`src/common/mac_tx_settings.svh`:
```
`ifndef MAC_TX_SETTINGS_SVH
`define MAC_TX_SETTINGS_SVH

// payload beat width, one byte per beat
`define MAC_TX_DATA_W 8

// buffer depths, powers of two
`define MAC_TX_BYTE_FIFO_DEPTH 2048
`define MAC_TX_DESC_FIFO_DEPTH 8

// byte count of one frame
`define MAC_TX_LEN_W 16

// preamble byte
`define MAC_TX_PREAMBLE 8'h55

// 802.3br continuation smd codes
`define MAC_TX_SMD_C0 8'h61
`define MAC_TX_SMD_C1 8'h52
`define MAC_TX_SMD_C2 8'h9E
`define MAC_TX_SMD_C3 8'h2A

// gap after reset, statistics width
`define MAC_TX_IPG_DEFAULT 8'd12
`define MAC_TX_CNT_W 16

`endif

```
`src/common/mac_tx_frame_pkg.sv`:
```
`include "mac_tx_settings.svh"

package mac_tx_frame_pkg;

    // start or continuation code, sent in header byte 6 or 7
    typedef logic [7:0] smd_t;

    // fragment number, only sent after a continuation code
    typedef logic [7:0] frag_t;

    ////////////////////
    // frame descriptor
    ////////////////////

    // one entry per buffered frame, taken from the last input beat
    typedef struct packed {
        logic [`MAC_TX_LEN_W-1:0] len;
        smd_t                     smd;
        frag_t                    frag;
        // low selects mcrc
        logic                     crc_final;
    } frame_desc_t;

    // true for the four continuation codes
    function automatic logic is_cont_smd(smd_t smd);
        return (smd == `MAC_TX_SMD_C0) ||
               (smd == `MAC_TX_SMD_C1) ||
               (smd == `MAC_TX_SMD_C2) ||
               (smd == `MAC_TX_SMD_C3);
    endfunction

endpackage

```
`src/common/mac_tx_stream_pkg.sv`:
```
`include "mac_tx_settings.svh"

package mac_tx_stream_pkg;

    // input beat, preemption fields only valid with last
    typedef struct packed {
        logic [`MAC_TX_DATA_W-1:0] data;
        logic                      last;
        mac_tx_frame_pkg::smd_t    smd;
        mac_tx_frame_pkg::frag_t   frag;
        logic                      crc_final;
    } send_beat_t;

    // output beat, last marks the final fcs byte
    typedef struct packed {
        logic [`MAC_TX_DATA_W-1:0] data;
        logic                      last;
    } tx_beat_t;

    // inter-packet gap, gap taken when load is high
    typedef struct packed {
        logic [7:0] gap;
        logic       load;
    } ipg_cfg_t;

endpackage

```
`src/hw/mac_tx_ingress.sv`:
```
`timescale 1ns/1ps
`include "mac_tx_settings.svh"

module mac_tx_ingress
(
    input  logic                          i_clk,
    input  logic                          i_rst,
    input  mac_tx_stream_pkg::send_beat_t i_send,
    input  logic                          i_send_valid,
    input  logic                          i_byte_full,
    input  logic                          i_desc_full,
    output logic                          o_send_ready,
    output logic                          o_byte_wr,
    output logic [`MAC_TX_DATA_W-1:0]     o_byte_data,
    output logic                          o_desc_wr,
    output mac_tx_frame_pkg::frame_desc_t o_desc
);

    // bytes of the frame in progress, before this beat
    logic [`MAC_TX_LEN_W-1:0] byte_cnt;
    logic                     accept;

    // stall while either buffer is full
    assign o_send_ready = !i_byte_full && !i_desc_full;
    assign accept       = i_send_valid && o_send_ready;

    // every byte goes straight into the byte fifo
    assign o_byte_wr   = accept;
    assign o_byte_data = i_send.data;

    // descriptor lands with the last byte, count includes it
    assign o_desc_wr        = accept && i_send.last;
    assign o_desc.len       = byte_cnt + 1'b1;
    assign o_desc.smd       = i_send.smd;
    assign o_desc.frag      = i_send.frag;
    assign o_desc.crc_final = i_send.crc_final;

    always_ff @(posedge i_clk or posedge i_rst)
    begin
        if (i_rst)
            byte_cnt <= '0;
        else if (accept)
            // restart on each frame boundary
            byte_cnt <= i_send.last ? '0 : byte_cnt + 1'b1;
    end

endmodule

```
`config.mk`:
```
export PLATFORM = sky130hd
export DESIGN_NAME = mac_tx_ingress
export DESIGN_NICKNAME = d
export VERILOG_FILES = /design/src/common/mac_tx_frame_pkg.sv /design/src/common/mac_tx_stream_pkg.sv /design/src/hw/mac_tx_ingress.sv
export VERILOG_INCLUDE_DIRS = /design/src /design/src/common
export SDC_FILE = /design/constraint.sdc
export NUM_CORES = 1
export LEC_CHECK = 0
export BUFFER_PORTS_ARGS = -buffer_cell sky130_fd_sc_hd__buf_2
export CAP_MARGIN = 20
export CORE_MARGIN = 2
export CORE_UTILIZATION = 43
export DETAILED_ROUTE_END_ITERATION = 7
export HOLD_SLACK_MARGIN = 0.1
export PLACE_DENSITY = 0.78
export SLEW_MARGIN = 20
export SYNTH_ARGS = -nofsm -noshare
export SYNTH_HDL_FRONTEND = slang
export SYNTH_SLANG_ARGS = --single-unit
```
`constraint.sdc`:
```
create_clock -name i_clk -period 1.85 [get_ports i_clk]
set_clock_uncertainty 0.05 [all_clocks]
set_input_delay 0 -clock i_clk [delete_from_list [all_inputs] [get_ports i_clk]]
set_output_delay 0 -clock i_clk [all_outputs]
set_load 0.05 [all_outputs]
```
Word level (Yosys, flattened, before mapping)
Index checks and enable logic that the tools add are counted.
- flip-flop bits (word level): 16
- output and inout port bits: 44
- logic and storage cells: 8
- bits of input ports: 31
- $add $sub $neg: 1
- reductions and logical operators: 5
- multiplexer cells: 1
- operator list (operator ; number):
    16-bit by 1-bit adder with 16-bit output (second input constant) ; 1
    16-bit 2-to-1 mux ; 1
    1-bit logical AND ; 3
    1-bit zero test ; 2

Longest topological paths before layout
- depth in word-level cells: 4
- depth in mapped cells: 7
- gate-level depth less buffers: 5

Worst setup path before layout
No wires, ideal clock.
- path kind: register -> register
- start: register byte_cnt[2]
- end: register byte_cnt[5]
- setup time: 0.070 ns
- stages on the path, launching flop included: 7
- buffers on the path: 2
- clock period less this slack: 2.171 ns
- arrival time: 2.051 ns
- data required time: 1.730 ns
- setup slack: -0.321 ns
- path through: dfrtp_1 -> clkbuf_1 -> and3_1 -> buf_2 -> nand3_1 -> xnor2_1 -> a22o_1
- RTL lines (what ; RTL line ; RTL):
    start, declared ; mac_tx_ingress.sv:20 ; logic [`MAC_TX_LEN_W-1:0] byte_cnt;
    start signal, assigned ; mac_tx_ingress.sv:44 ; byte_cnt <= i_send.last ? '0 : byte_cnt + 1'b1;

==> metrics.cfg <==
[status]
outcome=finished, final reports clean

[route]
vias_per_cell=5.54
wl_met2_um=1610
met1_length_um=1310
antenna_left=0
wirelength_um=3260
wl_per_cell_um=14.9
dr.pass1.iters=4
top_layer=met4
met3_length_um=208
drt_iter0_markers=47
drc=0
vias=1214

[critical_path]
crit_required_ps=1800
worstSetupPathType=reg -> out
crit_path_end_kind=output pin
start_kind=flip-flop
arrival_ps=1770
worst_path_most_repeated_cell=buf_6
path_buf_inv=3
slowest_stage=dfrtp_1
slowest_delay_ps=390
path_max_fanout=4
cp_top_family=simple AND/OR/NAND/NOR gates
path_cells=buf_6, nand4_1, nor4_2, buf_4, xor2_2, buf_6

[timing]
timing.final.crit_share_pct=98.1
drv_slew=0
slew-limit-headroom_pct=57.5
rsz0062_at_grt=true
max_freq_mhz=551
finalSetupViolCount=0
fin_crit_ps=1820
tightest_slew_ps=636
hold_violations=0
setup_tns_ps=0

[finish]
fillers=224
seq_area_sq_um=412
nNetsFinal=221
syn2layout_area_growth_pct=42.8
drive_gt1_share_pct=41.5
final_cells=219
antenna_cells=0
largest_register=byte_cnt
largest_reg_flops=16
reg_top3=byte_cnt (16)
multi_input_area_sq_um=689

[synthesis]
synth-edff-count=0
yosysMostFrequentCell=buf_4
ys_ff_latch=16
yosys_warnings=0
async_flop_share_pct=100
postSynthCellCount=146
synth_nets=178
synth_largest_area_cell=dfrtp_1
ys_types=31
synth_top_area_share_pct=31.8
syn_area_per_cell_sq_um=8.61
ys_top_cells_by_area=dfrtp_1 32%, buf_4 15%, xnor2_1 7.0%
synth_area_sq_um=1260
yosysSeqAreaShare_pct=31.8
synthFlopType=dfrtp_1
ys_top_cells_by_count=25 x buf_4, 16 x dfrtp_1, 11 x nand2_1

[global_route]
grt_pass1_wl_um=4580
grt-ovfl-total=0
grt_pass1_vias=1031
grt_start_max_net_pins=17
grt_use_total_pct=17.8
antenna_found_initial=0

[hold_path]
hp-class=in -> reg

[placed_design]
gp_congestion=0.781
portBuffers=24
dp_cells=172
hpwl_um=1930

[floorplanning]
io_pins=75
rows=19
core_sq_um=2760
die_y_um=58.1
die_x_um=58.1
initial_core_util_pct=45.6
die_area_sq_um=3370

[pwr]
leakage_nw=0.883
p_sw_w=0.000426
pwr-share-seq_pct=37.7
power_density_nw_per_um2=576
p_sw_share_pct=41.2
clkPwrFrac_pct=23.1
ir_drop_uv=487
finalPower_w=0.00103
p_comb_share_pct=39.2
p_int_w=0.000608

[clocking]
root_buffer=clkbuf_4
clockBufferDepth=2
path_clk_slew_ps=90
cts_tree=built
clock_sinks=16
cts_buffers=3
cts_max_level=1
clk_latency_ps=300

[flow_run]
maxCapViolations=0

power by group through the flow:
stage               combinational, W  clock (W)  sequential (W)
floorplan                   0.000321          0        0.000391
global placement            0.000204          0        0.000401
detailed placement          0.000208          0        0.000404
CTS                         0.000371   0.000243        0.000396
global route                0.000422   0.000266        0.000393
finish                      0.000406   0.000239        0.000390
routing by layer:
metal	vias up	global-route usage (%)
li1	572	-
met1	557	22.8
met2	72	30.0
met3	13	2.23
met4	0	7.97
met5	-	0
kinds of logic (layout without fill, tap and decap cells):
| group | count (synthesis) | in the layout | synth area share (%) |
|---|---|---|---|
| buffers and inverters | 41 | 83 | 21.6 |
| adder cells (fa/ha/maj) | 1 | 1 | 0.995 |
| AND/OR/NAND/NOR | 47 | 47 | 21.2 |
| AO/OA/AOI/OAI | 27 | 27 | 14.6 |
| flip-flops | 16 | 16 | 31.8 |
| XOR/XNOR | 14 | 14 | 9.75 |
layout make-up:
type                    count  share of cell area [%]
clock buffers               4                    2.02
inverters                   6                    1.53
flip-flops and latches     16                    22.9
repair buffers             73                    33.0
well taps                  31                    2.16
multi-input cells          89                    38.4
cells in the final DEF (no fill, tap or decap), types with 2 or more instances in the layout:
cell / count
a21oi_1: 2
a22o_1: 5
a41oi_1: 2
and2_1: 2
and3_1: 4
buf_2: 17
buf_4: 24
buf_6: 5
clkbuf_4: 3
dfrtp_1: 7
dfrtp_2: 9
dlygate4sd3_1: 27
inv_1: 5
nand2_1: 10
nand3_1: 6
nand4_1: 5
nor2_1: 4
o21ai_0: 10
o311ai_1: 2
o31ai_1: 5
or4_1: 2
xnor2_1: 3
xnor2_2: 7
xor2_2: 3
worst register-to-register path: cells and delay by family, from the launching register on:
kind / cells / cell delay (ps)
simple gates: 3 / 860
fa+ha+maj: 1 / 180
flops: 1 / 410
compound gates: 1 / 100
through the flow:
step	setup WS (ps)	area [sq um]	hold WS [ps]	util [%]
global route	-72.5	1800	205	65.1
detailed placement	118	1290	-49.7	46.9
CTS	-0.433	1660	188	60.1
global placement	188	1290	-49.7	46.9
floorplan	8.54	1330	-136	-
finish	34.6	1800	185	65.1
worst paths after layout:
check	start	end	slack [ps]	depth (start not counted)
worst max-delay path	byte_cnt[4]	o_desc[32]	30	6
worst min-delay path	i_byte_full	byte_cnt[2]	190	5
worst max register to register	byte_cnt[1]	byte_cnt[10]	150	5
worst min register to register	byte_cnt[14]	byte_cnt[14]	470	1
max in group asynchronous	i_rst	byte_cnt[6]	1030	3
min in group asynchronous	i_rst	byte_cnt[12]	260	3
what timing repair did:
action,CTS,global route
gates resized for setup,15,17
hold buffers,27,0
endpoints found under the setup margin,8,9
hold endpoints to repair,44,0
pin swaps,3,2
buffers inserted,3,13
No activity file was read; power rests on OpenSTA's default activity.
