**config.mk**
```make
export PLATFORM = sky130hd
export DESIGN_NAME = sync_fifo
export DESIGN_NICKNAME = d
export VERILOG_FILES = /design/src/hw/sync_fifo.sv
export SDC_FILE = /design/constraint.sdc
export NUM_CORES = 1
export LEC_CHECK = 0
export BUFFER_PORTS_ARGS = -buffer_cell sky130_fd_sc_hd__buf_2
export CAP_MARGIN = 30
export CORE_MARGIN = 4
export CORE_UTILIZATION = 30
export CTS_BUF_LIST = sky130_fd_sc_hd__clkbuf_4 sky130_fd_sc_hd__clkbuf_8
export CTS_CLUSTER_DIAMETER = 50
export DETAILED_ROUTE_END_ITERATION = 16
export GPL_TIMING_DRIVEN = 0
export PLACE_DENSITY = 0.46
export SYNTH_ARGS = -nofsm -noshare
export SYNTH_HDL_FRONTEND = slang
export SYNTH_SLANG_ARGS = --single-unit
```
**constraint.sdc**
```tcl
create_clock -name i_clk -period 3.23 [get_ports i_clk]
set_clock_uncertainty 0.05 [all_clocks]
set_input_delay 0.969 -clock i_clk [delete_from_list [all_inputs] [get_ports i_clk]]
set_output_delay 0.969 -clock i_clk [all_outputs]
set_load 0.005 [all_outputs]
```
**src/hw/sync_fifo.sv**
```systemverilog
`timescale 1ns/1ps

module sync_fifo
#(
    parameter type entry_t = logic [7:0],
    parameter int  DEPTH   = 16
)
(
    input  logic   i_clk,
    input  logic   i_rst,
    input  logic   i_wr_en,
    input  entry_t i_din,
    input  logic   i_rd_en,
    output entry_t o_dout,
    output logic   o_full,
    output logic   o_empty
);

    localparam int AW = $clog2(DEPTH);

    entry_t      mem [DEPTH];
    // extra msb tells full from empty
    logic [AW:0] wr_ptr;
    logic [AW:0] rd_ptr;
    logic        do_wr;
    logic        do_rd;

    assign o_empty = (wr_ptr == rd_ptr);
    assign o_full  = (wr_ptr[AW] != rd_ptr[AW]) && (wr_ptr[AW-1:0] == rd_ptr[AW-1:0]);
    // writes while full and reads while empty are dropped
    assign do_wr   = i_wr_en && !o_full;
    assign do_rd   = i_rd_en && !o_empty;
    // fall-through, head entry visible without a read
    assign o_dout  = mem[rd_ptr[AW-1:0]];

    always_ff @(posedge i_clk)
    begin
        if (do_wr)
            mem[wr_ptr[AW-1:0]] <= i_din;
    end

    always_ff @(posedge i_clk or posedge i_rst)
    begin
        if (i_rst)
        begin
            wr_ptr <= '0;
            rd_ptr <= '0;
        end
        else
        begin
            if (do_wr)
                wr_ptr <= wr_ptr + 1'b1;
            if (do_rd)
                rd_ptr <= rd_ptr + 1'b1;
        end
    end

endmodule

```
# Yosys cells after proc, flatten, opt, wreduce, memory -nomap -nowiden
# Memories as Yosys holds them, arrays and structs flattened.
# Index checks and enable logic that the tools add are counted.
# totals
ramBits,128
output_inout_bits,10
register_bits,10
in_bits,12
wordCells,15
memories,1
# op_classes
mux,2
reduce_logical,5
n_addsub,2
eq_ne,3
# mem_list
memory,words,word_bits,rd,rd_clocked_by_memory_dff,wr,line_no,rtl
mem,16,8,1,0,1,21,entry_t mem [DEPTH];
# ops
cell,n
5-bit by 1-bit adder with 5-bit output (second input constant),2
5-bit equality test,1
4-bit equality test,1
1-bit logical AND,3
1-bit logical NOT,2
1-bit two-way mux,2
1-bit inequality test,1

# Depth between registers and ports, before layout
# Gate-level depths: netlist of run 1.
# logic_depth
depth_word,6
mapped_depth,7
depth_no_buf,5

# Worst setup path after synthesis of run 1
# Ideal clock, no wire load.
# synth_path
path_kind,register to output
from,reg rd_ptr[1]
to,out o_dout[1] (netlist bit)
n_path_buf,2
arrival_time_ps,1459
stages_incl_launch_ff,6
setup_slack_ps,752
required_ps,2211
cell_sequence,dfrtp_1 buf_6 buf_2 mux4_2 a22oi_1 nand2_1
# synth_rtl
element,line_no,rtl
start: declaration,24,logic [AW:0] rd_ptr;
start signal: assignment,54,rd_ptr <= rd_ptr + 1'b1;
end: declaration,14,"output entry_t o_dout,"

==> results of run 1 <==
state kept, by name, indices dropped and copies added (netlist names):
signal	count
mem	128
rd_ptr	5
wr_ptr	5
critical path, stage by stage, from the launching register on:
cell and delay, ns:
dfrtp_1 0.40, buf_12 0.17, buf_12 0.15, mux4_2 0.50
a22oi_2 0.25, nand2_1 0.11, buf_2 0.14
where the power goes:
group	total [mW]	internal [mW]	switching [mW]
logic	2.14	1.01	1.13
registers	2.29	2.18	0.102
clock network	1.33	0.624	0.704
total	5.76	3.82	1.94
cell families (layout without fill, tap and decap cells):
family | count (synthesis) | in the layout | synth area share [%]
AOI/OAI and AO/OA | 24 | 24 | 3.27
xor gates and xnor gates | 12 | 12 | 1.88
adders and majority gates | 5 | 5 | 1.12
buffers and inverters | 20 | 84 | 2.31
DFF | 138 | 138 | 73.3
muxes | 35 | 35 | 14.2
and+or+nand+nor | 45 | 45 | 3.88
per-layer routing:
metal  vias up  part of all wire (%)  GRT usage (%)
li1       1242                     -              -
met1      1429                    44           16.6
met2        49                    50           20.6
met3        13                   4.2           3.70
met4         0                   1.2           3.98
met5         -                     0              0
what timing repair did:
| item | CTS | global route |
|---|---|---|
| gates cloned | 0 | 2 |
| buffers inserted | 3 | 0 |
| gates resized for setup | 22 | 13 |
| endpoints found under the setup margin | 8 | 9 |
| pin swaps | 4 | 2 |
layout make-up:
cell class	count	area [µm²]	share of cell area, %
Clock buffer	17	234	3.54
Timing Repair Buffer	32	218	3.29
Tap cell	229	287	4.33
Sequential cell	138	4090	61.9
Inverter	4	15.0	0.227
Multi-Input combinational cell	121	1460	22.1
Buffer	16	164	2.48
Clock inverter	15	141	2.14
final timing paths:
| path | from | end | depth (start not counted) |
|---|---|---|---|
| max | rd_ptr[1] | o_dout[0] | 6 |
| min | i_rst | rd_ptr[3] | 2 |
| max reg2reg | rd_ptr[2] | mem[14][2] | 8 |
| min reg2reg | wr_ptr[4] | wr_ptr[4] | 2 |
| max in group asynchronous | i_rst | rd_ptr[4] | 2 |
| min in group i_clk | wr_ptr[4] | wr_ptr[4] | 2 |
cell usage in the layout (no fill, tap or decap), types with 3 or more instances in the layout:
master	netlist	routed
clkinv_2	0	3
xnor2_1	11	11
nor2_1	6	5
o211ai_1	3	3
mux4_1	11	4
clkinvlp_4	0	4
inv_6	0	5
mux4_2	21	28
clkbuf_8	0	18
a22oi_1	16	5
mux2_2	3	3
edfxtp_1	128	128
nor4_2	0	3
nand2_1	15	15
ha_1	5	5
inv_1	4	4
a22oi_2	0	11
buf_12	1	3
nor3_2	0	8
nand4_1	3	3
dfrtp_1	10	10
buf_4	2	10
buf_2	5	24
metrics by stage:
step / utilization (%) / area [µm²] / instances / total power, mW / hold slack [ns]
4_1_cts: 35.9 / 6520 / 570 / 5.72 / 0.434
5_1_grt: 36.4 / 6610 / 572 / 6.12 / 0.449
6_report: 36.4 / 6610 / 572 / 5.76 / 0.449
3_3_place_gp: 32.9 / 5980 / 529 / 4.17 / 0.506
3_5_place_dp: 33.5 / 6080 / 535 / 4.24 / 0.524
2_1_floorplan: - / 5590 / 279 / 3.56 / 0.491
==> flow_summary.json, run 1 <==
{
  "chipWidth_um": 144,
  "initialDrtViolationCount": 188,
  "cp_max_fo": 9,
  "cts_tree": "built",
  "max_freq_mhz": 313,
  "r2r_slack_ns": 0.71,
  "core-area_um2": 18100,
  "syn2layout_area_growth_pct": 18.3,
  "power.ir.vdd_worst_uv": 311,
  "yosysUniqueCellTypes": 33,
  "finalHoldViolCount": 0,
  "synth_most_common_cell": "edfxtp_1",
  "place_ws_ns": -0.0232,
  "clk-insertion-delay-late_ns": 0.44,
  "fin_nets": 347,
  "clock-sinks": 138,
  "worstPathRequired_ns": 2.21,
  "ys_seq_area_share_pct": 73.3,
  "wirelength_mm": 12.2,
  "worst_slack_ns": 0.0328,
  "portBuffers": 21,
  "grt_pass1_vias": 2970,
  "fin_crit_ns": 3.20,
  "antenna_found_initial": 0,
  "gp_congestion": 0.726,
  "drive_gt1_share_pct": 39.4,
  "drc": 0,
  "postRouteAntennaNets": 0,
  "setup_viol": 0,
  "avgSynthCellArea_um2": 20.0,
  "synth_area_leaders": "edfxtp_1, mux4_2, mux4_1, dfrtp_1, a22oi_1",
  "tightest_slew_ns": 0.955,
  "synthTopCellsByCount": "edfxtp_1, mux4_2, a22oi_1",
  "first_pass_iters": 4,
  "start_util_pct": 30.8,
  "boundaryPins": 22,
  "num_rows": 49,
  "p_leak_nw": 2.17,
  "crit_type": "reg2out",
  "netlist.area_leader.share_pct": 68.8,
  "grt_pass1_wl_mm": 18.6,
  "hold_class": "in2async",
  "cts_root_buf": "clkbuf_8",
  "cts_hold_buf": 0,
  "synth_fp_nets": 296,
  "cts_max_path_buffers": 2,
  "cp-end-kind": "primary output",
  "fin_setup_tns_ns": 0,
  "grt_overflow_total": 0,
  "diodes": 0,
  "max-slew-margin-rel_pct": 36.0,
  "run_status": "finished, final reports clean",
  "syn_inst": 279,
  "critPathLaunchType": "flop",
  "fin_crit_sh_pct": 99.0,
  "synthArstFlopShare_pct": 7.25,
  "rsz0062_at_grt": "yes",
  "dieArea_um2": 20900,
  "vias": 2733,
  "die_h_um": 144,
  "grt_max_degree": 17,
  "max_cap_viol_count": 0,
  "worstPathArrival_ns": 2.18,
  "ys_ff_latch": 138,
  "hpwlAfterDp_mm": 7.72,
  "syn-cell-area_um2": 5590,
  "yosysWarnings": 0,
  "h-tree-depth": 4,
  "fill_cells": 1690,
  "viasPerCell": 4.78,
  "path_clk_slew_ns": 0.08,
  "ys.flop_type": "edfxtp_1",
  "gr-usage-all-layers_pct": 12.7,
  "powerDensity_nw_per_um2": 871,
  "wire_per_inst_um": 21.3,
  "yosysTopAreaCell": "edfxtp_1",
  "synth-edff-count": 128,
  "numCtsBuffers": 17,
  "slew_violations": 0
}
Note: power is estimated with default switching activity, not from simulation.
==> inputs of run 2 (changes only) <==
CORE_ASPECT_RATIO = 0.7   (was unset)
clock period = 3.05 ns   (was 3.23 ns; I/O delays follow)
==> run 2 against run 1 <==
  * The flow now finishes with violations (setup timing)
  * Power rose by 10%
  * Worst hold slack worse by 0.033 ns
  * Via count rose by 3.1%
  * Die area is 0.17% higher
  * Register-to-register slack got worse by 0.39 ns
  * Non-clock buffer count increased by 13
  * Cell count increased by 3.5%
  * Clock power is 7% higher
  * Sequential power grew 6%
  * Design area rose by 2.2%
  * Core utilization up 0.77 points
  * Critical path type unchanged
  * Largest power group is now combinational cells
==> flow_summary.json, run 2 (same netlist as run 1, synthesis figures left out) <==
{
  "drive_gt1_share_pct": 42.1,
  "syn2layout_area_growth_pct": 20.9,
  "start_util_pct": 30.8,
  "cts_max_path_buffers": 2,
  "seqPwrFrac_pct": 38.2,
  "fin_util_pct": 37.2,
  "violations": "setup timing",
  "boundaryPins": 22,
  "diodes": 0,
  "finalHoldViolCount": 0,
  "max_cap_viol_count": 0,
  "chipWidth_um": 171,
  "crit_path_start": "rd_ptr[1]",
  "num_rows": 41,
  "initialDrtViolationCount": 199,
  "clk-insertion-delay-late_ns": 0.44,
  "grt_overflow_total": 0,
  "largest_reg_flops": 128,
  "grt_pass1_vias": 2916,
  "mostFrequentLayoutCell": "edfxtp_1",
  "postRouteAntennaNets": 0,
  "max_freq_mhz": 311,
  "hold_class": "in2async",
  "final_cell_mix": "edfxtp_1, mux4_2, buf_4",
  "switching_share_pct": 34.0,
  "reg2reg_from": "rd_ptr[1]",
  "powerDensity_nw_per_um2": 941,
  "h-tree-depth": 4,
  "clock-sinks": 138,
  "power.ir.vdd_worst_uv": 307,
  "fin_nets": 360,
  "cts_root_buf": "clkbuf_8",
  "comb_power_share_pct": 39.5,
  "setup_viol": 8,
  "clkPwrFrac_pct": 22.4,
  "first_pass_iters": 4,
  "vias": 2817,
  "critPathLaunchType": "flop",
  "p_leak_nw": 2.23,
  "grt_max_degree": 17,
  "run_status": "complete, but fails checks",
  "crit_type": "reg2out",
  "fin_crit_sh_pct": 105,
  "viasPerCell": 4.76,
  "instances_no_fill": 592,
  "cts_tree": "built",
  "dieArea_um2": 20900,
  "slew_violations": 0,
  "portBuffers": 21,
  "fill_cells": 1730,
  "tightest_slew_ns": 0.992,
  "worstPathRequired_ns": 2.08,
  "path_clk_slew_ns": 0.08,
  "reg2regPathDepth": 9,
  "gr-usage-all-layers_pct": 13.1,
  "max-slew-margin-rel_pct": 33.5,
  "p_sw_mw": 2.16,
  "drc": 0,
  "fin_crit_ns": 3.21,
  "antenna_found_initial": 0,
  "wirelength_mm": 12.9,
  "gp_congestion": 0.699,
  "numCtsBuffers": 17,
  "fin_setup_tns_ns": -0.726,
  "wire_per_inst_um": 21.8,
  "cp_max_fo": 8,
  "cp-end-kind": "primary output",
  "hpwlAfterDp_mm": 8.21,
  "intPower_mw": 4.19,
  "worstPathArrival_ns": 2.25,
  "worst_slack_ns": -0.164,
  "grt_pass1_wl_mm": 19.3,
  "die_h_um": 122,
  "rsz0062_at_grt": "yes",
  "core-area_um2": 18200,
  "placedCellCount": 540
}
-- run 2: worst paths after layout --
path	endpoint	slack [ns]
setup / recovery	o_dout[2]	-0.16
hold / removal	rd_ptr[3]	0.42
setup reg to reg	mem[13][7]	0.32
hold reg to reg	wr_ptr[4]	0.56
max in group asynchronous	rd_ptr[1]	2.22
min in group i_clk	wr_ptr[4]	0.56
-- run 2: repair_timing --
item / CTS / global route
pin swaps: 11 / 7
hold endpoints to repair: 0 / 0
setup buffers: 8 / 11
resized for setup: 30 / 12
gates cloned: 1 / 0
endpoints found under the setup margin: 9 / 9
hold buffers: 0 / 0
-- run 2: area by class of cell --
class	instances	area, µm²	area share [%]
multi-input combinational	121	1470	21.8
sequential	138	4090	60.6
inverter	4	15.0	0.222
tap	236	295	4.37
timing repair buffer	45	323	4.78
buffer	16	175	2.59
clock inverter	14	141	2.09
clock buffer	18	241	3.57
-- run 2: layer usage --
layer / GRT usage, % / vias to the layer above / part of all wire (%)
met4: 3.27 / 0 / 0.98
met2: 18.8 / 58 / 44
met5: 0 / - / 0
met3: 3.28 / 10 / 5.9
met1: 20.0 / 1478 / 49
li1: - / 1271 / -
-- run 2: critical path: stages, from the launching register on --
cell     delay (ns)
dfrtp_1        0.41
buf_12         0.17
buf_12         0.14
mux4_2         0.53
a22oi_2        0.29
nand2_2        0.13
buf_6          0.14
-- run 2: power by group through the flow --
stage	clock [mW]	sequential (mW)	combinational, mW
finish	1.42	2.43	2.51
global route	1.56	2.45	2.72
CTS	1.47	2.42	2.36
detailed placement	0	2.46	2.07
global placement	0	2.46	1.99
floorplan	0	2.43	1.34
-- run 2: through the flow --
stage	hold WS, ns	area [µm²]	worst slack, ns	power (mW)
after floorplan	0.491	5590	0.626	3.77
after global routing	0.433	6760	-0.234	6.73
after global placement	0.519	5990	-0.485	4.45
after CTS	0.410	6620	-0.172	6.25
final	0.415	6760	-0.164	6.36
after detailed placement	0.538	6090	-0.185	4.53
==> inputs of run 3 (changes only) <==
BUFFER_PORTS_ARGS = unset   (was -buffer_cell sky130_fd_sc_hd__buf_2)
CORE_ASPECT_RATIO = unset   (was 0.7)
CTS_BUF_LIST = unset   (was sky130_fd_sc_hd__clkbuf_4 sky130_fd_sc_hd__clkbuf_8)
DONT_BUFFER_PORTS = 1   (was unset)
PLACE_DENSITY = 0.45   (was 0.46)
==> run 3 against run 2 <==
  * The flow now finishes without violations
  * Sequential share of layout area rose by 0.11 points
  * Global-route usage fell by 0.38 points
  * Power rose by 5.6%
  * Routed wire length fell by 5.9%
  * Worst hold slack got worse by 0.091 ns
  * Non-clock buffer count fell by 38
  * Clock power rose by 51%
  * Via count fell by 4.7%
==> flow_summary.json, run 3 (same netlist as run 1, synthesis figures left out) <==
{
  "worstPathArrival_ns": 2.01,
  "antenna_found_initial": 0,
  "fin_nets": 322,
  "power.ir.vdd_worst_uv": 444,
  "placedCellCount": 512,
  "slew_violations": 0,
  "cts_tree": "built",
  "reg2reg_to": "mem[4][6]",
  "initialDrtViolationCount": 108,
  "p_leak_nw": 2.17,
  "max-slew-margin-rel_pct": 35.7,
  "numCtsBuffers": 17,
  "reg2regPathDepth": 7,
  "multiInputGateArea_um2": 1490,
  "instances_no_fill": 546,
  "reg2reg_from": "rd_ptr[2]",
  "fin_crit_ns": 2.97,
  "regArea_um2": 4090,
  "grt_pass1_vias": 2881,
  "fill_cells": 1696,
  "mostFrequentLayoutCell": "edfxtp_1",
  "fin_util_pct": 37.2,
  "hpwlAfterDp_mm": 7.77,
  "powerDensity_nw_per_um2": 995,
  "syn2layout_area_growth_pct": 20.7,
  "cp-end-kind": "primary output",
  "first_pass_iters": 4,
  "num_rows": 49,
  "max_cap_viol_count": 0,
  "crit_path_start": "rd_ptr[1]",
  "dieArea_um2": 20900,
  "wire_per_inst_um": 22.3,
  "start_util_pct": 30.8,
  "use_met1_pct": 15.6,
  "viasPerCell": 4.92,
  "wirelength_mm": 12.2,
  "top_usage_layer": "met2",
  "grt_pass1_wl_mm": 18.4,
  "grt_use_met2_pct": 21.1,
  "path_clk_slew_ns": 0.06,
  "vias": 2684,
  "finalHoldViolCount": 0,
  "r2r_slack_ns": 0.53,
  "critPathLaunchType": "flop",
  "gp_congestion": 0.687,
  "cts_hold_buf": 0,
  "drc": 0,
  "gr-usage-all-layers_pct": 12.7,
  "cts_max_path_buffers": 2,
  "crit_type": "reg2out",
  "core-area_um2": 18100,
  "max_freq_mhz": 337,
  "clock-sinks": 138,
  "p_total_mw": 6.71,
  "setup_viol": 0,
  "worstPathRequired_ns": 2.08,
  "fin_crit_sh_pct": 97.4,
  "rsz0062_at_grt": "yes",
  "grt_max_degree": 17,
  "die_h_um": 144,
  "largest_reg_flops": 128,
  "boundaryPins": 22,
  "h-tree-depth": 4,
  "grt_overflow_total": 0,
  "postRouteAntennaNets": 0,
  "tightest_slew_ns": 0.960,
  "chipWidth_um": 144,
  "portBuffers": 0,
  "diodes": 0,
  "clk-insertion-delay-late_ns": 0.42,
  "cp_max_fo": 8,
  "met3_usage_pct": 3.34,
  "cp-endpoint": "o_dout[5]",
  "run_status": "finished, final reports clean",
  "drive_gt1_share_pct": 35.3,
  "hold_class": "in2async",
  "fin_setup_tns_ns": 0,
  "cts_root_buf": "clkbuf_16",
  "final_cell_mix": "edfxtp_1, mux4_2, clkbuf_16"
}
## run 3: cell types whose count changed in the layout (fill, tap and decap cells not counted), moves of 3 or more
cell	delta
clkbuf_16	+17
a22oi_1	-3
clkbuf_8	-17
buf_4	-13
bufinv_16	+3
buf_2	-19
buf_6	-4
a22oi_2	+3
## run 3: per-layer routing
metal  part of all wire (%)  vias up
met1                     44     1435
met3                    2.5       19
met4                    2.3        0
met5                      0        -
met2                     51       29
li1                       -     1201
## run 3: how the worst min path moves through the flow
stage | slack (ns) | startpoint | to | cells past startpoint
final | 0.32 | i_rst | wr_ptr[3] | 1
after global routing | 0.35 | i_rst | wr_ptr[3] | 1
after CTS | 0.32 | i_rst | wr_ptr[2] | 1
after detailed placement | 0.54 | wr_ptr[4] | wr_ptr[4] | 2
after global placement | 0.52 | wr_ptr[4] | wr_ptr[4] | 2
after floorplan | 0.49 | wr_ptr[4] | wr_ptr[4] | 2
## run 3: through the flow
stage	worst slack, ns	area (µm²)	hold WS [ns]
after CTS	0.00861	6720	0.320
after detailed placement	0.00707	5970	0.538
after global placement	-0.317	5870	0.523
after floorplan	0.626	5590	0.491
final	0.0788	6740	0.324
after global routing	-0.0251	6740	0.347
## run 3: timing repair
item	CTS	global route
pin swaps	2	5
resized for setup	23	14
gates cloned	1	0
setup endpoints to repair	8	7
setup buffers	2	0
## run 3: critical path, cell delays in order (launching register included)
cell     delay [ns]
dfrtp_1        0.38
buf_12         0.17
buf_12         0.13
mux4_2         0.50
a22oi_2        0.28
nand2_2        0.11
## run 3: area by class of cell
cell class / instances / share of cell area [%]
clock buffer: 17 / 6.31
timing repair buffer: 7 / 1.08
sequential: 138 / 60.7
tap: 229 / 4.25
buffer: 16 / 2.47
multi-input combinational: 121 / 22.0
inverter: 4 / 0.223
clock inverter: 14 / 2.93
## run 3: where the power goes
group | total (mW) | internal, mW | leakage, nW | switching [mW]
combinational | 2.14 | 0.971 | 0.611 | 1.17
clock | 2.14 | 1.37 | 0.288 | 0.778
sequential | 2.42 | 2.32 | 1.28 | 0.106
