<file path="src/common/mac_tx_settings.svh">
`ifndef MAC_TX_SETTINGS_SVH
`define MAC_TX_SETTINGS_SVH

// payload beat width, one byte per beat
`define MAC_TX_DATA_W 8

// buffer depths, powers of two
`define MAC_TX_BYTE_FIFO_DEPTH 2048
`define MAC_TX_DESC_FIFO_DEPTH 8

// byte count of one frame
`define MAC_TX_LEN_W 16

// preamble byte
`define MAC_TX_PREAMBLE 8'h55

// 802.3br continuation smd codes
`define MAC_TX_SMD_C0 8'h61
`define MAC_TX_SMD_C1 8'h52
`define MAC_TX_SMD_C2 8'h9E
`define MAC_TX_SMD_C3 8'h2A

// gap after reset, statistics width
`define MAC_TX_IPG_DEFAULT 8'd12
`define MAC_TX_CNT_W 16

`endif

</file>
<file path="src/common/mac_tx_frame_pkg.sv">
`include "mac_tx_settings.svh"

package mac_tx_frame_pkg;

    // start or continuation code, sent in header byte 6 or 7
    typedef logic [7:0] smd_t;

    // fragment number, only sent after a continuation code
    typedef logic [7:0] frag_t;

    ////////////////////
    // frame descriptor
    ////////////////////

    // one entry per buffered frame, taken from the last input beat
    typedef struct packed {
        logic [`MAC_TX_LEN_W-1:0] len;
        smd_t                     smd;
        frag_t                    frag;
        // low selects mcrc
        logic                     crc_final;
    } frame_desc_t;

    // true for the four continuation codes
    function automatic logic is_cont_smd(smd_t smd);
        return (smd == `MAC_TX_SMD_C0) ||
               (smd == `MAC_TX_SMD_C1) ||
               (smd == `MAC_TX_SMD_C2) ||
               (smd == `MAC_TX_SMD_C3);
    endfunction

endpackage

</file>
<file path="src/common/mac_tx_stream_pkg.sv">
`include "mac_tx_settings.svh"

package mac_tx_stream_pkg;

    // input beat, preemption fields only valid with last
    typedef struct packed {
        logic [`MAC_TX_DATA_W-1:0] data;
        logic                      last;
        mac_tx_frame_pkg::smd_t    smd;
        mac_tx_frame_pkg::frag_t   frag;
        logic                      crc_final;
    } send_beat_t;

    // output beat, last marks the final fcs byte
    typedef struct packed {
        logic [`MAC_TX_DATA_W-1:0] data;
        logic                      last;
    } tx_beat_t;

    // inter-packet gap, gap taken when load is high
    typedef struct packed {
        logic [7:0] gap;
        logic       load;
    } ipg_cfg_t;

endpackage

</file>
<file path="src/framer/crc32_d8.sv">
`timescale 1ns/1ps

module crc32_d8
(
    input  logic        i_clk,
    input  logic        i_rst,
    input  logic        i_clear,
    input  logic        i_en,
    input  logic [7:0]  i_data,
    output logic [31:0] o_fcs
);

    logic [31:0] crc;

    // reflected 0x04C11DB7, one bit per step, lsb first
    function automatic logic [31:0] crc_step(logic [31:0] c, logic [7:0] d);
        logic [31:0] r;
        r = c ^ {24'd0, d};
        for (int i = 0; i < 8; i++)
            r = r[0] ? ((r >> 1) ^ 32'hEDB88320) : (r >> 1);
        return r;
    endfunction

    // final complement, byte 0 goes out first
    assign o_fcs = ~crc;

    always_ff @(posedge i_clk or posedge i_rst)
    begin
        if (i_rst)
            crc <= '1;
        // clear wins, it marks the start of a new frame
        else if (i_clear)
            crc <= '1;
        else if (i_en)
            crc <= crc_step(crc, i_data);
    end

endmodule

</file>
<file path="src/framer/mac_tx_framer.sv">
`timescale 1ns/1ps
`include "mac_tx_settings.svh"

module mac_tx_framer
(
    input  logic                          i_clk,
    input  logic                          i_rst,
    input  mac_tx_frame_pkg::frame_desc_t i_desc,
    input  logic                          i_desc_empty,
    input  logic [`MAC_TX_DATA_W-1:0]     i_byte,
    input  logic                          i_tx_ready,
    input  mac_tx_stream_pkg::ipg_cfg_t   i_ipg,
    output logic                          o_desc_rd,
    output logic                          o_byte_rd,
    output mac_tx_stream_pkg::tx_beat_t   o_tx,
    output logic                          o_tx_valid,
    output logic [`MAC_TX_CNT_W-1:0]      o_tx_frames_cnt,
    output logic [`MAC_TX_CNT_W-1:0]      o_tx_fragment_cnt
);

    // one spare bit covers header and fcs on top of the length
    localparam int POS_W = `MAC_TX_LEN_W + 1;

    mac_tx_frame_pkg::frame_desc_t cur_desc;
    logic                      busy;
    logic [POS_W-1:0]          pos;
    logic [POS_W-1:0]          pay_end;
    logic [POS_W-1:0]          last_pos;
    logic [1:0]                fcs_idx;
    logic                      in_payload;
    logic                      cur_cont;
    logic                      start;
    logic [7:0]                gap_len;
    logic [7:0]                gap_cnt;
    logic                      gap_ok;
    logic [31:0]               fcs;
    logic [7:0]                fcs_byte;
    logic [`MAC_TX_DATA_W-1:0] next_byte;

    ////////////////////
    // frame positions
    ////////////////////

    // header 0..7, payload 8..pay_end-1, fcs after
    assign pay_end    = {1'b0, cur_desc.len} + POS_W'(8);
    assign last_pos   = pay_end + POS_W'(3);
    assign in_payload = busy && (pos >= POS_W'(8)) && (pos < pay_end);
    assign fcs_idx    = 2'(pos - pay_end);
    assign cur_cont   = mac_tx_frame_pkg::is_cont_smd(cur_desc.smd);

    // gap_cnt lags the idle run on o_tx_valid by one
    assign gap_ok = ({1'b0, gap_cnt} + 9'd1) >= {1'b0, gap_len};
    // ready only sampled here, the frame then runs to the end
    assign start  = !busy && !i_desc_empty && i_tx_ready && gap_ok;

    // descriptor popped at start, bytes during payload
    assign o_desc_rd = start;
    assign o_byte_rd = in_payload;

    crc32_d8 crc_i
    (
        .i_clk  (i_clk),
        .i_rst  (i_rst),
        .i_clear(start),
        .i_en   (in_payload),
        .i_data (i_byte),
        .o_fcs  (fcs)
    );

    // wire order lsb first, upper half flipped for mcrc
    always_comb
    begin
        fcs_byte = fcs[8*fcs_idx +: 8];
        if (fcs_idx[1] && !cur_desc.crc_final)
            fcs_byte = ~fcs_byte;
    end

    // continuation: smd at byte 6, fragment number at byte 7
    always_comb
    begin
        if (pos < POS_W'(6))
            next_byte = `MAC_TX_PREAMBLE;
        else if (pos == POS_W'(6))
            next_byte = cur_cont ? cur_desc.smd : `MAC_TX_PREAMBLE;
        else if (pos == POS_W'(7))
            next_byte = cur_cont ? cur_desc.frag : cur_desc.smd;
        else if (in_payload)
            next_byte = i_byte;
        else
            next_byte = fcs_byte;
    end

    always_ff @(posedge i_clk)
    begin
        if (start)
            cur_desc <= i_desc;
    end

    ////////////////////
    // sequencer
    ////////////////////

    always_ff @(posedge i_clk or posedge i_rst)
    begin
        if (i_rst)
        begin
            busy       <= 1'b0;
            pos        <= '0;
            o_tx       <= '0;
            o_tx_valid <= 1'b0;
        end
        else
        begin
            if (start)
            begin
                busy <= 1'b1;
                pos  <= '0;
            end
            else if (busy)
            begin
                busy <= (pos != last_pos);
                pos  <= pos + 1'b1;
            end
            // output one cycle behind the position
            o_tx.data  <= next_byte;
            o_tx.last  <= busy && (pos == last_pos);
            o_tx_valid <= busy;
        end
    end

    ////////////////////
    // gap and stats
    ////////////////////

    always_ff @(posedge i_clk or posedge i_rst)
    begin
        if (i_rst)
        begin
            gap_len           <= `MAC_TX_IPG_DEFAULT;
            // saturated so the first frame need not wait
            gap_cnt           <= '1;
            o_tx_frames_cnt   <= '0;
            o_tx_fragment_cnt <= '0;
        end
        else
        begin
            if (i_ipg.load)
                gap_len <= i_ipg.gap;
            if (busy)
                gap_cnt <= '0;
            else if (gap_cnt != 8'hFF)
                gap_cnt <= gap_cnt + 1'b1;
            if (start)
            begin
                o_tx_frames_cnt <= o_tx_frames_cnt + 1'b1;
                if (mac_tx_frame_pkg::is_cont_smd(i_desc.smd))
                    o_tx_fragment_cnt <= o_tx_fragment_cnt + 1'b1;
            end
        end
    end

endmodule

</file>
<file path="config.mk">
export PLATFORM = sky130hd
export DESIGN_NAME = mac_tx_framer
export DESIGN_NICKNAME = d
export VERILOG_FILES = /design/src/common/mac_tx_frame_pkg.sv /design/src/common/mac_tx_stream_pkg.sv /design/src/framer/crc32_d8.sv /design/src/framer/mac_tx_framer.sv
export VERILOG_INCLUDE_DIRS = /design/src /design/src/common
export SDC_FILE = /design/constraint.sdc
export NUM_CORES = 1
export LEC_CHECK = 0
export ABC_AREA = 1
export CAP_MARGIN = 40
export CORE_MARGIN = 2
export CORE_UTILIZATION = 40
export CTS_BUF_LIST = sky130_fd_sc_hd__clkbuf_16
export CTS_CLUSTER_SIZE = 40
export DETAILED_ROUTE_END_ITERATION = 10
export DONT_BUFFER_PORTS = 1
export PLACE_DENSITY = 0.53
export SYNTH_ARGS = -nofsm -noshare
export SYNTH_HDL_FRONTEND = slang
export SYNTH_HIERARCHICAL = 1
export SYNTH_SLANG_ARGS = --single-unit
</file>
<file path="constraint.sdc">
create_clock -name i_clk -period 3.7 [get_ports i_clk]
set_input_delay 0.74 -clock i_clk [delete_from_list [all_inputs] [get_ports i_clk]]
set_output_delay 0.74 -clock i_clk [all_outputs]
set_load 0.01 [all_outputs]
</file>
# [Word level (Yosys, flattened, before mapping)]
# Index checks and enable logic that the tools add are counted.
[word_totals] regBits=141 in_bits=54 out_inout_bits=44 word_cells=94
[classes] addsub=8 magnitude_cmp=4 eq_ne=13 shifts=1 muxes=23 n_bitwise=11 reduce_logical=20
[ops] operator="32-bit two-way mux" n=10
[ops] operator="13-bit NOT with 14-bit output" n=8
[ops] operator="8-bit two-way mux" n=9
[ops] operator="17-bit by 3-bit == test with 1-bit output, second input constant" n=2
[ops] operator="17-bit two-way mux" n=2
[ops] operator="16-bit by 1-bit adder with 16-bit output, second input constant" n=2
[ops] operator="8-bit by 7-bit == test with 1-bit output, second input constant" n=4
[ops] operator="32-bit NOT" n=1
[ops] operator="32-bit by 6-bit indexed part select with 8-bit output" n=1
[ops] operator="32-bit by 8-bit bitwise XOR with 32-bit output" n=1
[ops] operator="16-bit by 4-bit adder with 17-bit output, second input constant" n=1
[ops] operator="17-bit by 1-bit adder with 17-bit output, second input constant" n=1
[ops] operator="17-bit by 2-bit adder with 17-bit output, second input constant" n=1
[ops] operator="17-bit == test" n=1
[ops] operator="17-bit by 4-bit >= comparator with 1-bit output, second input constant" n=1
[ops] operator="17-bit less-than comparator" n=1
[ops] operator="17-bit by 3-bit less-than comparator with 1-bit output, second input constant" n=1
[ops] operator="17-bit != test" n=1
[ops] operator="8-bit by 6-bit == test with 1-bit output, second input constant" n=2
[ops] operator="8-bit == test, second input constant" n=2
[ops] operator="8-bit by 1-bit adder with 9-bit output, second input constant" n=1
[ops] operator="9-bit by 8-bit >= comparator with 1-bit output" n=1
[ops] operator="8-bit by 1-bit adder with 8-bit output, second input constant" n=1
[ops] operator="8-bit != test, second input constant" n=1
[ops] operator="8 further kinds" n=24

# [Logic depth before layout (Yosys ltp)]
# Gate-level depths: netlist (run 1).
[logic_depth] word_depth=19 depth_mapped=24 depth_no_buf=22

# [Hierarchy]
# Netlist (run 1), hierarchy kept.
[modules_own_cells] module="mac_tx_framer" n_inst=1 cells_each=923 area_each_um2=7150.6
[modules_own_cells] module="crc32_d8" n_inst=1 cells_each=381 area_each_um2=2479.9

# [Worst setup path before layout (run 1)]
# Ideal clock, no wire load.
[synth_path] path_type="flip-flop to flip-flop" from="register gap_cnt[0]" to="register crc_i.crc[17]" arrival_ns=3.839 t_required_ns=3.624 slack_ns=-0.215 path_stages_with_launch=22 n_path_buf=4 cell_sequence="dfstp_2 ha_1 and3_1 xor2_1 inv_1 ha_1 nand2_1 a31o_2 a21oi_1 o21ai_0 nand2_1 nand2_1 inv_1 buf_2 buf_2 buf_2 nor2_1 inv_1 clkbuf_1 o21ai_0 nor2_1 nor2_1"
[synth_via] elab_chain_len=4 word_cells_on_any_way=5 cone_classes="add/sub (1); order compare (1); mux (1); reduce/logical (2)"
[synth_rtl] item="start: declaration" line_no="mac_tx_framer.sv:34" source="logic [7:0] gap_cnt;"
[synth_rtl] item="start signal: assignment" line_no="mac_tx_framer.sv:152" source="gap_cnt <= gap_cnt + 1'b1;"
[synth_rtl] item="8-bit by 1-bit adder with 9-bit output (*)" line_no="mac_tx_framer.sv:52" source="assign gap_ok = ({1'b0, gap_cnt} + 9'd1) >= {1'b0, gap_len};"
[synth_rtl] item="9-bit by 8-bit >= comparator with 1-bit output (*)" line_no="mac_tx_framer.sv:52"
[synth_rtl] item="1-bit logical AND (*)" line_no="mac_tx_framer.sv:54" source="assign start = !busy && !i_desc_empty && i_tx_ready && gap_ok;"
[synth_rtl] item="via o_desc_rd" line_no="mac_tx_framer.sv:13" source="output logic o_desc_rd,"
[synth_rtl] item="32-bit two-way mux / 2-bit nonzero test (equally long branches)"
[synth_rtl] item="end signal: assignment" line_no="crc32_d8.sv:35" source="crc <= crc_step(crc, i_data);"
[synth_rtl] item="end: declaration" line_no="crc32_d8.sv:13" source="logic [31:0] crc;"
# The timed path passes the listed nets; every way through them passes the cells marked *.
# A chain may end at the register's enable or synchronous reset.

# [Final worst setup path (run 1)]
[layout_path] from="register cur_desc[21] (netlist bit)" to="output port o_byte_rd"
[layout_via] elab_chain_len=3
[layout_rtl] item="start: declaration" line_no="mac_tx_framer.sv:24" source="mac_tx_frame_pkg::frame_desc_t cur_desc;"
[layout_rtl] item="start signal: assignment" line_no="mac_tx_framer.sv:96" source="cur_desc <= i_desc;"
[layout_rtl] item="16-bit by 4-bit adder with 17-bit output" line_no="mac_tx_framer.sv:45" source="assign pay_end = {1'b0, cur_desc.len} + POS_W'(8);"
[layout_rtl] item="17-bit less-than comparator" line_no="mac_tx_framer.sv:47" source="assign in_payload = busy && (pos >= POS_W'(8)) && (pos < pay_end);"
[layout_rtl] item="1-bit logical AND" line_no="mac_tx_framer.sv:47"
[layout_rtl] item="end: declaration" line_no="mac_tx_framer.sv:14" source="output logic o_byte_rd,"
# No other way between the ends.

==> results of run 1 <==
==> through the flow <==
step	instance area (um^2)	cells	hold WS [ns]	power, mW	TNS, ns
finish	10890	1672	0.04524	3.589	0
floorplan	9633	1304	0.4477	1.786	0
CTS	10730	1659	0.02570	3.630	0
global placement	10100	1626	0.4676	1.834	0
global route	10890	1672	0.02982	3.716	-0.03428
detailed placement	10120	1627	0.4700	1.838	0
==> routing by layer <==
metal,GRT usage,up-vias
li1,-,4210
met4,0.07107,2
met5,0,-
met3,0.05236,50
met1,0.2626,3777
met2,0.3510,182
==> worst max-delay path: cells and delay by family (launching register included) <==
family | cells | cell delay, ns
compound gates | 1 | 0.19
xor+xnor | 1 | 0.19
fa+ha+maj | 2 | 0.48
buf+inv | 4 | 0.45
flops | 1 | 0.35
simple gates | 7 | 0.70
==> cell type report <==
cell class              instances  share of cell area
repair inverters                1           0.0004596
multi-input cells             942              0.4672
diodes                          2           0.0004596
inverters                     200             0.07032
repair buffers                 35             0.02597
flip-flops and latches        141              0.3440
well taps                     319             0.03665
clock inverters                15             0.01586
clock buffers                  17             0.03907
==> registers in the layout, summed over array words and instances, names as in the netlist, 8 cells and up <==
register	flops
cur_desc	33
crc_i/crc	32
pos	17
o_tx_fragment_cnt	16
o_tx_frames_cnt	16
o_tx	9
gap_cnt	8
gap_len	8
==> placed cells by master, fill, tap and decap left out, drive strengths merged, types with 3 or more instances in the layout <==
cell type / count
a21oi: 39
a31oi: 6
buf: 35
clkbuf: 17
clkinv: 5
clkinvlp: 3
dfrtp: 66
dfstp: 42
edfxtp: 33
ha: 33
inv: 207
mux2i: 4
nand2: 406
nand3: 103
nand3b: 6
nand4: 17
nor2: 115
nor3: 25
nor3b: 5
nor4: 11
o21ai: 53
o22ai: 10
or2: 8
xnor2: 16
xor2: 69
==> kinds of logic after synthesis <==
group                      Yosys count  share of synthesized area
xor gates and xnor gates            85                    0.08159
muxes                                5                   0.005327
adders and majority gates           33                    0.04287
and+or+nand+nor                    699                     0.3227
buffers and inverters              221                    0.09003
DFF                                141                     0.3890
AOI/OAI and AO/OA                  120                    0.06847
==> worst paths after layout <==
check | depth (start not counted) | slack (ns) | end | start
setup / recovery | 15 | 0.17 | o_byte_rd | cur_desc[21]
hold reg to reg | 2 | 0.48 | crc_i/crc[5] | crc_i/crc[5]
hold / removal | 1 | 0.05 | o_tx[6] | i_rst
max in group asynchronous | 3 | 2.89 | pos[5] | i_rst
setup reg to reg | 20 | 0.55 | crc_i/crc[9] | cur_desc[21]
min in group i_clk | 1 | 0.38 | gap_len[3] | i_ipg[0]
==> where the power goes <==
part,internal [mW],switching [mW]
Sequential,1.60,0.00273
Clock,0.965,0.815
Combinational,0.0617,0.141
==> timing repair <==
item                                    4_1_cts  5_1_grt
pin swaps                                     0        4
gates resized for setup                       2       21
endpoints found under the setup margin        1        3
gates cloned                                  0        1
buffers inserted                              0       10
==> flow_summary.yaml, run 1 <==
drt:
  post_drt_wl_per_cell_um: 15.39
  viasPerCell: 4.917
  drt_first_pass_iters: 5
  drtIter0Drc: 480
  drtAntennaViolNets: 0
  dr_wl_met3_mm: 1.373
  wl_met2_mm: 12.16
  wl_met1_mm: 11.48
  top_layer_used: "met5"
  drt-total-wl_mm: 25.72
  vias: 8221
  drc: 0
sta:
  relSlewSlack: 0.6276
  rsz0062_at_grt: "true"
  final-max-slew-violation-count: 0
  fmax_mhz: 283.5
  tightest_slew_ns: 0.5556
  fin_skew_ns: 0.01395
  timing.final.ws_setup_ns: 0.1724
  setup_viol: 0
  post-route-period-util: 0.9534
  fin_crit_ns: 3.528
  finalHoldViolCount: 0
floorplanning:
  dieHeight_um: 159.2
  fp.dieW_um: 159.2
  core_um2: 23540
  io_pins: 98
  std_cell_rows: 56
  die-area_um2: 25330
  initial_core_util: 0.4091
synth:
  syn_area_per_cell_um2: 7.385
  async_flop_share: 0.7660
  synth_nets: 1391
  synth.area.top_cells: "dfrtp_1 (17%), nand2_1 (15%), dfstp_2 (11%)"
  synth_cell_type_count: 54
  ys.flop_type: "dfrtp_1"
  synth.top_cell.area_share: 0.1715
  yosys_register_bits: 141
  synth.most_common_cell: "nand2_1"
  seq_area_frac_synth: 0.3890
  syn_area_um2: 9630
  synth_edf_count: 33
  synth_top_area_cell: "dfrtp_1"
  syn-instance-count: 1304
  yosys_warnings: 6
  synthTopCellsByCount: "nand2_1 (379), inv_1 (191), nor2_1 (104)"
clock_tree:
  clkSinkCount: 141
  root_buffer: "clkbuf_16"
  tritoncts: "yes"
  cts_made_buffers: 17
  clk_latency_ns: 0.43
  cts_max_level: 4
  clk_path_buf_depth: 2
  cts_hold_buf: 0
  path_clk_slew_ns: 0.07
layout:
  fill_cells: 2433
  layout-drive-gt1-share: 0.1406
  fin_util: 0.4625
  multi_input_area_um2: 5087
  syn_to_final_growth_pct: 13.07
  seq_area_um2: 3746
  nets: 1425
placed_design:
  dp_hpwl_mm: 19.24
  routabilityCongestion: 0.8733
  port_buffers: 0
  dp_slack_ns: 0.3329
power_and_ir_drop:
  powerDensity_nw_per_um2: 329.6
  peakVddDrop_mv: 0.3248
  p_leak_nw: 5.268
setup_path:
  arrival_ns: 2.79
  critPathSlowestCell: "edfxtp_1"
  max_stage_delay_ns: 0.35
  cp_common_cell: "nand2_1"
  worstSetupStartpointType: "flip-flop"
  crit_chain: "ha_1 -> inv_1 -> nor2_4 -> nand4_1 -> xor2_2 -> ha_1 -> nand2_1 -> inv_1 -> nand2_1 -> nand3_1 -> a31oi_4 -> nand2_1 -> inv_2 -> nand2_8 -> clkinvlp_4"
  required_ns: 2.96
  path_class: "reg2out"
  endpoint_kind: "output pin"
  worstPathMaxFanout: 9
grt:
  gr-total-overflow: 0
  first_global_vias: 8225
  grt.total_usage: 0.2089
  grt_max_degree: 46
  grt_antenna_before_repair: 4
  grt_pass1_wl_mm: 42.32
run_status:
  outcome: "finished, final reports clean"
min_path:
  hp-class: "in2async"
job:
  maxCapViolCount: 0
(Power assumes the default switching activity.)
==> inputs of run 2 (changes only) <==
- CORE_UTILIZATION: 40 -> 59
- MAX_ROUTING_LAYER: default -> met4
- PLACE_DENSITY: 0.53 -> 0.75
- RECOVER_POWER: default -> 50
==> run 2 against run 1 <==
Effect of this change:
- the flow now finishes with violations (max-capacitance violations, max-slew violations)
- largest cell class unchanged
- register-to-register slack worse by 0.08 ns
- clock power down 3%
- via count up 2.5%
- critical path type unchanged
- first-iteration DRC count up 30%
- largest power group unchanged
- routed wire length down 9.1%
==> flow_summary.yaml, run 2 (synthesis results as in run 1) <==
floorplanning:
  std_cell_rows: 46
  die-area_um2: 17360
  core_um2: 15940
  fp.dieW_um: 131.8
  io_pins: 98
  dieHeight_um: 131.8
  initial_core_util: 0.6041
power_and_ir_drop:
  peakVddDrop_mv: 0.3333
  p_leak_nw: 5.190
  p_total_mw: 3.535
  powerDensity_nw_per_um2: 332.6
grt:
  grt_pass1_wl_mm: 38.40
  gr-total-overflow: 0
  first_global_vias: 8004
  grt_antenna_before_repair: 0
  grt_max_degree: 46
  grt.total_usage: 0.2845
setup_path:
  critPathSlowestCell: "dfstp_2"
  max_stage_delay_ns: 0.57
  endpoint_kind: "output pin"
  arrival_ns: 2.76
  required_ns: 2.96
  worstSetupStartpointType: "flip-flop"
  path_class: "reg2out"
  path_buf_inv: 2
  cp_top_family: "simple AND/OR/NAND/NOR gates"
  crit_chain: "ha_1 -> and3_4 -> nand3_1 -> xor2_2 -> inv_1 -> ha_1 -> a21o_1 -> o21ai_0 -> nand2_1 -> nand2_4 -> clkinv_8"
  worstPathMaxFanout: 8
  cp_common_cell: "ha_1"
sta:
  finalHoldViolCount: 0
  fmax_mhz: 285.3
  post-route-period-util: 0.9473
  setup_viol: 0
  timing.final.ws_setup_ns: 0.1950
  fin_crit_ns: 3.505
  relSlewSlack: -0.3667
  holdWs_ns: 0.3873
  tightest_slew_ns: 2.039
  fin_skew_ns: 0.01338
  final-max-slew-violation-count: 46
  finalSetupTns_ns: 0
layout:
  layout_commonest_cell: "nand2_1"
  nets: 1416
  syn_to_final_growth_pct: 10.37
  most-common-layout-cells: "nand2_1 (378), inv_1 (189), nor2_1 (104), nand3_1 (102), dfrtp_1 (66)"
  antenna_cells: 0
  top_register: "cur_desc"
  largest_reg_flops: 33
  reg_top3: "cur_desc (33), crc_i/crc (32), pos (17)"
  layout-drive-gt1-share: 0.1259
  finalNonFillerCells: 1558
clock_tree:
  clkSinkCount: 141
  clk_latency_ns: 0.43
  tritoncts: "yes"
  cts_max_level: 4
  path_clk_slew_ns: 0.06
  cts_made_buffers: 17
  root_buffer: "clkbuf_16"
  cts_hold_buf: 0
  clk_path_buf_depth: 2
placed_design:
  dp_slack_ns: 0.2249
  dp_hpwl_mm: 17.47
  routabilityCongestion: 0.9329
  port_buffers: 0
  dp.cells: 1520
drt:
  vias: 8428
  drtAntennaViolNets: 0
  drt_first_pass_iters: 5
  drtIter0Drc: 626
  post_drt_wl_per_cell_um: 15.01
  drc: 0
  drt-total-wl_mm: 23.39
  viasPerCell: 5.409
run_status:
  violations: "max-capacitance violations, max-slew violations"
  outcome: "finished with violations"
min_path:
  hp-class: "in2reg"
job:
  maxCapViolCount: 1
[run 2: final cells by class]
cell class	instances	area [um^2]
Multi-Input combinational cell	942	5072
Fill cell	1356	5314
Tap cell	216	270.3
Sequential cell	141	3746
Timing Repair inverter	1	5.005
Timing Repair Buffer	26	176.4
Clock buffer	17	425.4
Inverter	200	769.5
Clock inverter	15	163.9
[run 2: power breakdown]
group | leakage [nW] | internal, mW | switching [mW] | total, mW
Sequential | 1.51 | 1.61 | 0.00288 | 1.61
Clock | 0.288 | 1.00 | 0.723 | 1.73
Combinational | 3.39 | 0.0575 | 0.142 | 0.199
Total | 5.19 | 2.67 | 0.868 | 3.54
[run 2: what timing repair did]
action / in CTS / in global routing
endpoints found under the setup margin: 2 / 10
resized for setup: 2 / 15
pin swaps: 0 / 2
buffers inserted: 0 / 5
gates cloned: 0 / 1
[run 2: worst register-to-register path, delay by kind of cell (launching register included)]
family                     cells  cell delay [ns]
DFF                            1             0.35
xor gates and xnor gates       1             0.22
buffers and inverters          7             0.80
and+or+nand+nor                8             0.84
AOI/OAI and AO/OA              3             0.47
adders and majority gates      2             0.49
[run 2: final timing paths]
kind,from,end,cells after the start,slack (ns)
min in group asynchronous,i_rst,crc_i/crc[1],1,0.58
max,gap_cnt[0],o_desc_rd,11,0.20
max reg2reg,cur_desc[20],crc_i/crc[6],21,0.47
max in group asynchronous,i_rst,gap_len[7],2,1.48
min reg2reg,gap_cnt[1],gap_cnt[1],2,0.49
min,i_ipg[0],gap_len[2],1,0.39
[run 2: per-stage QoR]
step,util,area (um^2)
after CTS,0.6622,10560
final,0.6667,10630
after global routing,0.6667,10630
after floorplan,-,9633
after detailed placement,0.6251,9966
after global placement,0.6234,9938
[run 2: layer usage]
metal  vias up  share of wire  global-route usage
met5         -              0                   -
met4         0          0.036              0.1341
met3        70          0.060             0.06728
met2       270           0.48              0.4532
met1      3884           0.42              0.3434
li1       4204              -                   -
==> inputs of run 3 (changes only) <==
- CORE_ASPECT_RATIO: default -> 1.5
- SETUP_SLACK_MARGIN: default -> 0.05
==> run 3 against run 2 <==
Effect of this change:
- the flow still finishes with violations (max-capacitance violations, max-slew violations)
- flip-flop and latch count stayed put
- first-iteration DRC count is 4.0% lower
- routed wire length grew 5.2%
- combinational power about the same
- final cell count stayed put
- setup slack worse by 0.070 ns
- via count up 1.4%
- global-route usage rose by 1.3 points
- clock skew down 0.0037 ns
- critical path depth rose by 1
==> flow_summary.yaml, run 3 (synthesis results as in run 1) <==
run_status:
  outcome: "finished with violations"
  violations: "max-capacitance violations, max-slew violations"
sta:
  relSlewSlack: -0.5653
  fmax_mhz: 279.7
  final-max-slew-violation-count: 79
  fin_crit_ns: 3.575
  holdWs_ns: 0.1361
  finalHoldViolCount: 0
  fin_skew_ns: 0.009639
  timing.final.ws_setup_ns: 0.1248
  tightest_slew_ns: 2.348
  setup_viol: 0
  post-route-period-util: 0.9663
  finalSetupTns_ns: 0
grt:
  first_global_vias: 8237
  grt_max_degree: 46
  grt_antenna_before_repair: 0
  gr-total-overflow: 0
  grt.total_usage: 0.2978
  grt_pass1_wl_mm: 39.36
setup_path:
  crit_start: "gap_cnt[0]"
  regToRegStartpoint: "gap_cnt[0]"
  arrival_ns: 2.84
  worstPathMaxFanout: 5
  path_class: "reg2out"
  reg2reg_slack_ns: 0.24
  worstSetupStartpointType: "flip-flop"
  rr_endpoint: "o_tx_fragment_cnt[3]"
  endpoint_kind: "output pin"
  required_ns: 2.96
  endpoint: "o_desc_rd"
  ff2ff_path_depth: 17
layout:
  antenna_cells: 0
  largest_reg_flops: 33
  most-common-layout-cells: "nand2_1 (377), inv_1 (188), nor2_1 (104), nand3_1 (101), dfrtp_1 (66)"
  layout_commonest_cell: "nand2_1"
  syn_to_final_growth_pct: 11.76
  finalNonFillerCells: 1558
  nets: 1426
  top_register: "cur_desc"
  reg_top3: "cur_desc (33), crc_i/crc (32), pos (17)"
  layout-drive-gt1-share: 0.1413
floorplanning:
  dieHeight_um: 160.5
  fp.dieW_um: 108.3
  io_pins: 98
  std_cell_rows: 57
  core_um2: 16120
  die-area_um2: 17380
  initial_core_util: 0.5975
clock_tree:
  cts_max_level: 4
  cts_hold_buf: 0
  clkSinkCount: 141
  clk_path_buf_depth: 2
  tritoncts: "yes"
  cts_made_buffers: 17
  root_buffer: "clkbuf_16"
  path_clk_slew_ns: 0.06
  clk_latency_ns: 0.43
power_and_ir_drop:
  p_total_mw: 3.590
  p_seq_frac: 0.448
  peakVddDrop_mv: 0.3408
  clkPwrFrac: 0.497
  powerDensity_nw_per_um2: 333.5
  p_leak_nw: 5.228
  p_switching_mw: 0.8554
  pwr-share-comb: 0.055
  switching_share: 0.2383
  internal_power_mw: 2.735
drt:
  viasPerCell: 5.486
  drtAntennaViolNets: 0
  drc: 0
  drt_first_pass_iters: 5
  post_drt_wl_per_cell_um: 15.79
  drtIter0Drc: 601
  drt-total-wl_mm: 24.61
  vias: 8547
placed_design:
  port_buffers: 0
  dp.cells: 1508
  routabilityCongestion: 0.9334
  dp_slack_ns: 0.1505
  dp_hpwl_mm: 18.24
job:
  maxCapViolCount: 2
min_path:
  hp-class: "in2async"
[run 3: cell count changes in the layout (fill, tap and decap cells not counted), moves of 2 or more]
cell,change
buf_4,+9
buf_6,+2
nand2_2,+2
ha_4,+3
clkinvlp_4,+3
clkinv_1,-3
ha_1,-3
clkinv_8,-2
[run 3: what timing repair did]
| item | 4_1_cts | 5_1_grt |
|---|---|---|
| endpoints found under the setup margin | 2 | 12 |
| pin swaps | 1 | 10 |
| buffers inserted | 3 | 15 |
| resized for setup | 4 | 21 |
[run 3: layout make-up]
class / instances / area [um^2]
clock buffers: 17 / 425.4
clock inverters: 15 / 186.4
fillers: 1386 / 5355
inverters: 200 / 763.2
multi-input cells: 942 / 5116
flip-flops and latches: 141 / 3746
well taps: 206 / 257.7
repair buffers: 37 / 267.8
[run 3: through the flow]
stage	util	cell area, um^2
after floorplan	-	9637
after global placement	0.6149	9911
after detailed placement	0.6161	9931
after CTS	0.6563	10580
after global routing	0.6678	10760
final	0.6678	10760
[run 3: worst min path at each step]
| stage | startpoint | slack [ns] | depth (start not counted) | endpoint |
|---|---|---|---|---|
| 5_1_grt | i_rst | 0.15 | 1 | o_tx_fragment_cnt[12] |
| 4_1_cts | i_rst | 0.06 | 1 | o_tx_fragment_cnt[12] |
| 6_report | i_rst | 0.14 | 1 | o_tx_fragment_cnt[12] |
| 2_1_floorplan | busy | 0.45 | 0 | o_tx_valid |
| 3_3_place_gp | gap_cnt[1] | 0.46 | 2 | gap_cnt[1] |
| 3_5_place_dp | crc_i/crc[5] | 0.47 | 2 | crc_i/crc[5] |
[run 3: worst max-delay path, stage by stage, from the launching register on]
cell	delay, ns
dfstp_2	0.58
ha_2	0.21
and3_4	0.22
nand3_1	0.12
xor2_2	0.23
inv_1	0.07
ha_1	0.28
a21o_1	0.18
o21ai_1	0.15
nand2_1	0.09
nand2_2	0.10
inv_4	0.03
buf_4	0.15
[run 3: power groups by stage]
stage	Sequential, mW	Combinational (mW)	Clock, mW
3_5_place_dp	1.64	0.198	0
3_3_place_gp	1.64	0.191	0
4_1_cts	1.61	0.199	1.82
2_1_floorplan	1.63	0.151	0
6_report	1.61	0.197	1.78
5_1_grt	1.61	0.222	1.89
[run 3: routing by layer]
metal / vias up / part of all wire / wire length (um) / track usage
met5: - / 0 / 0 / -
met4: 0 / 0.036 / 895 / 0.1340
met3: 69 / 0.049 / 1212 / 0.05641
met2: 287 / 0.54 / 13310 / 0.5309
met1: 3980 / 0.37 / 9183 / 0.3139
li1: 4211 / - / - / -
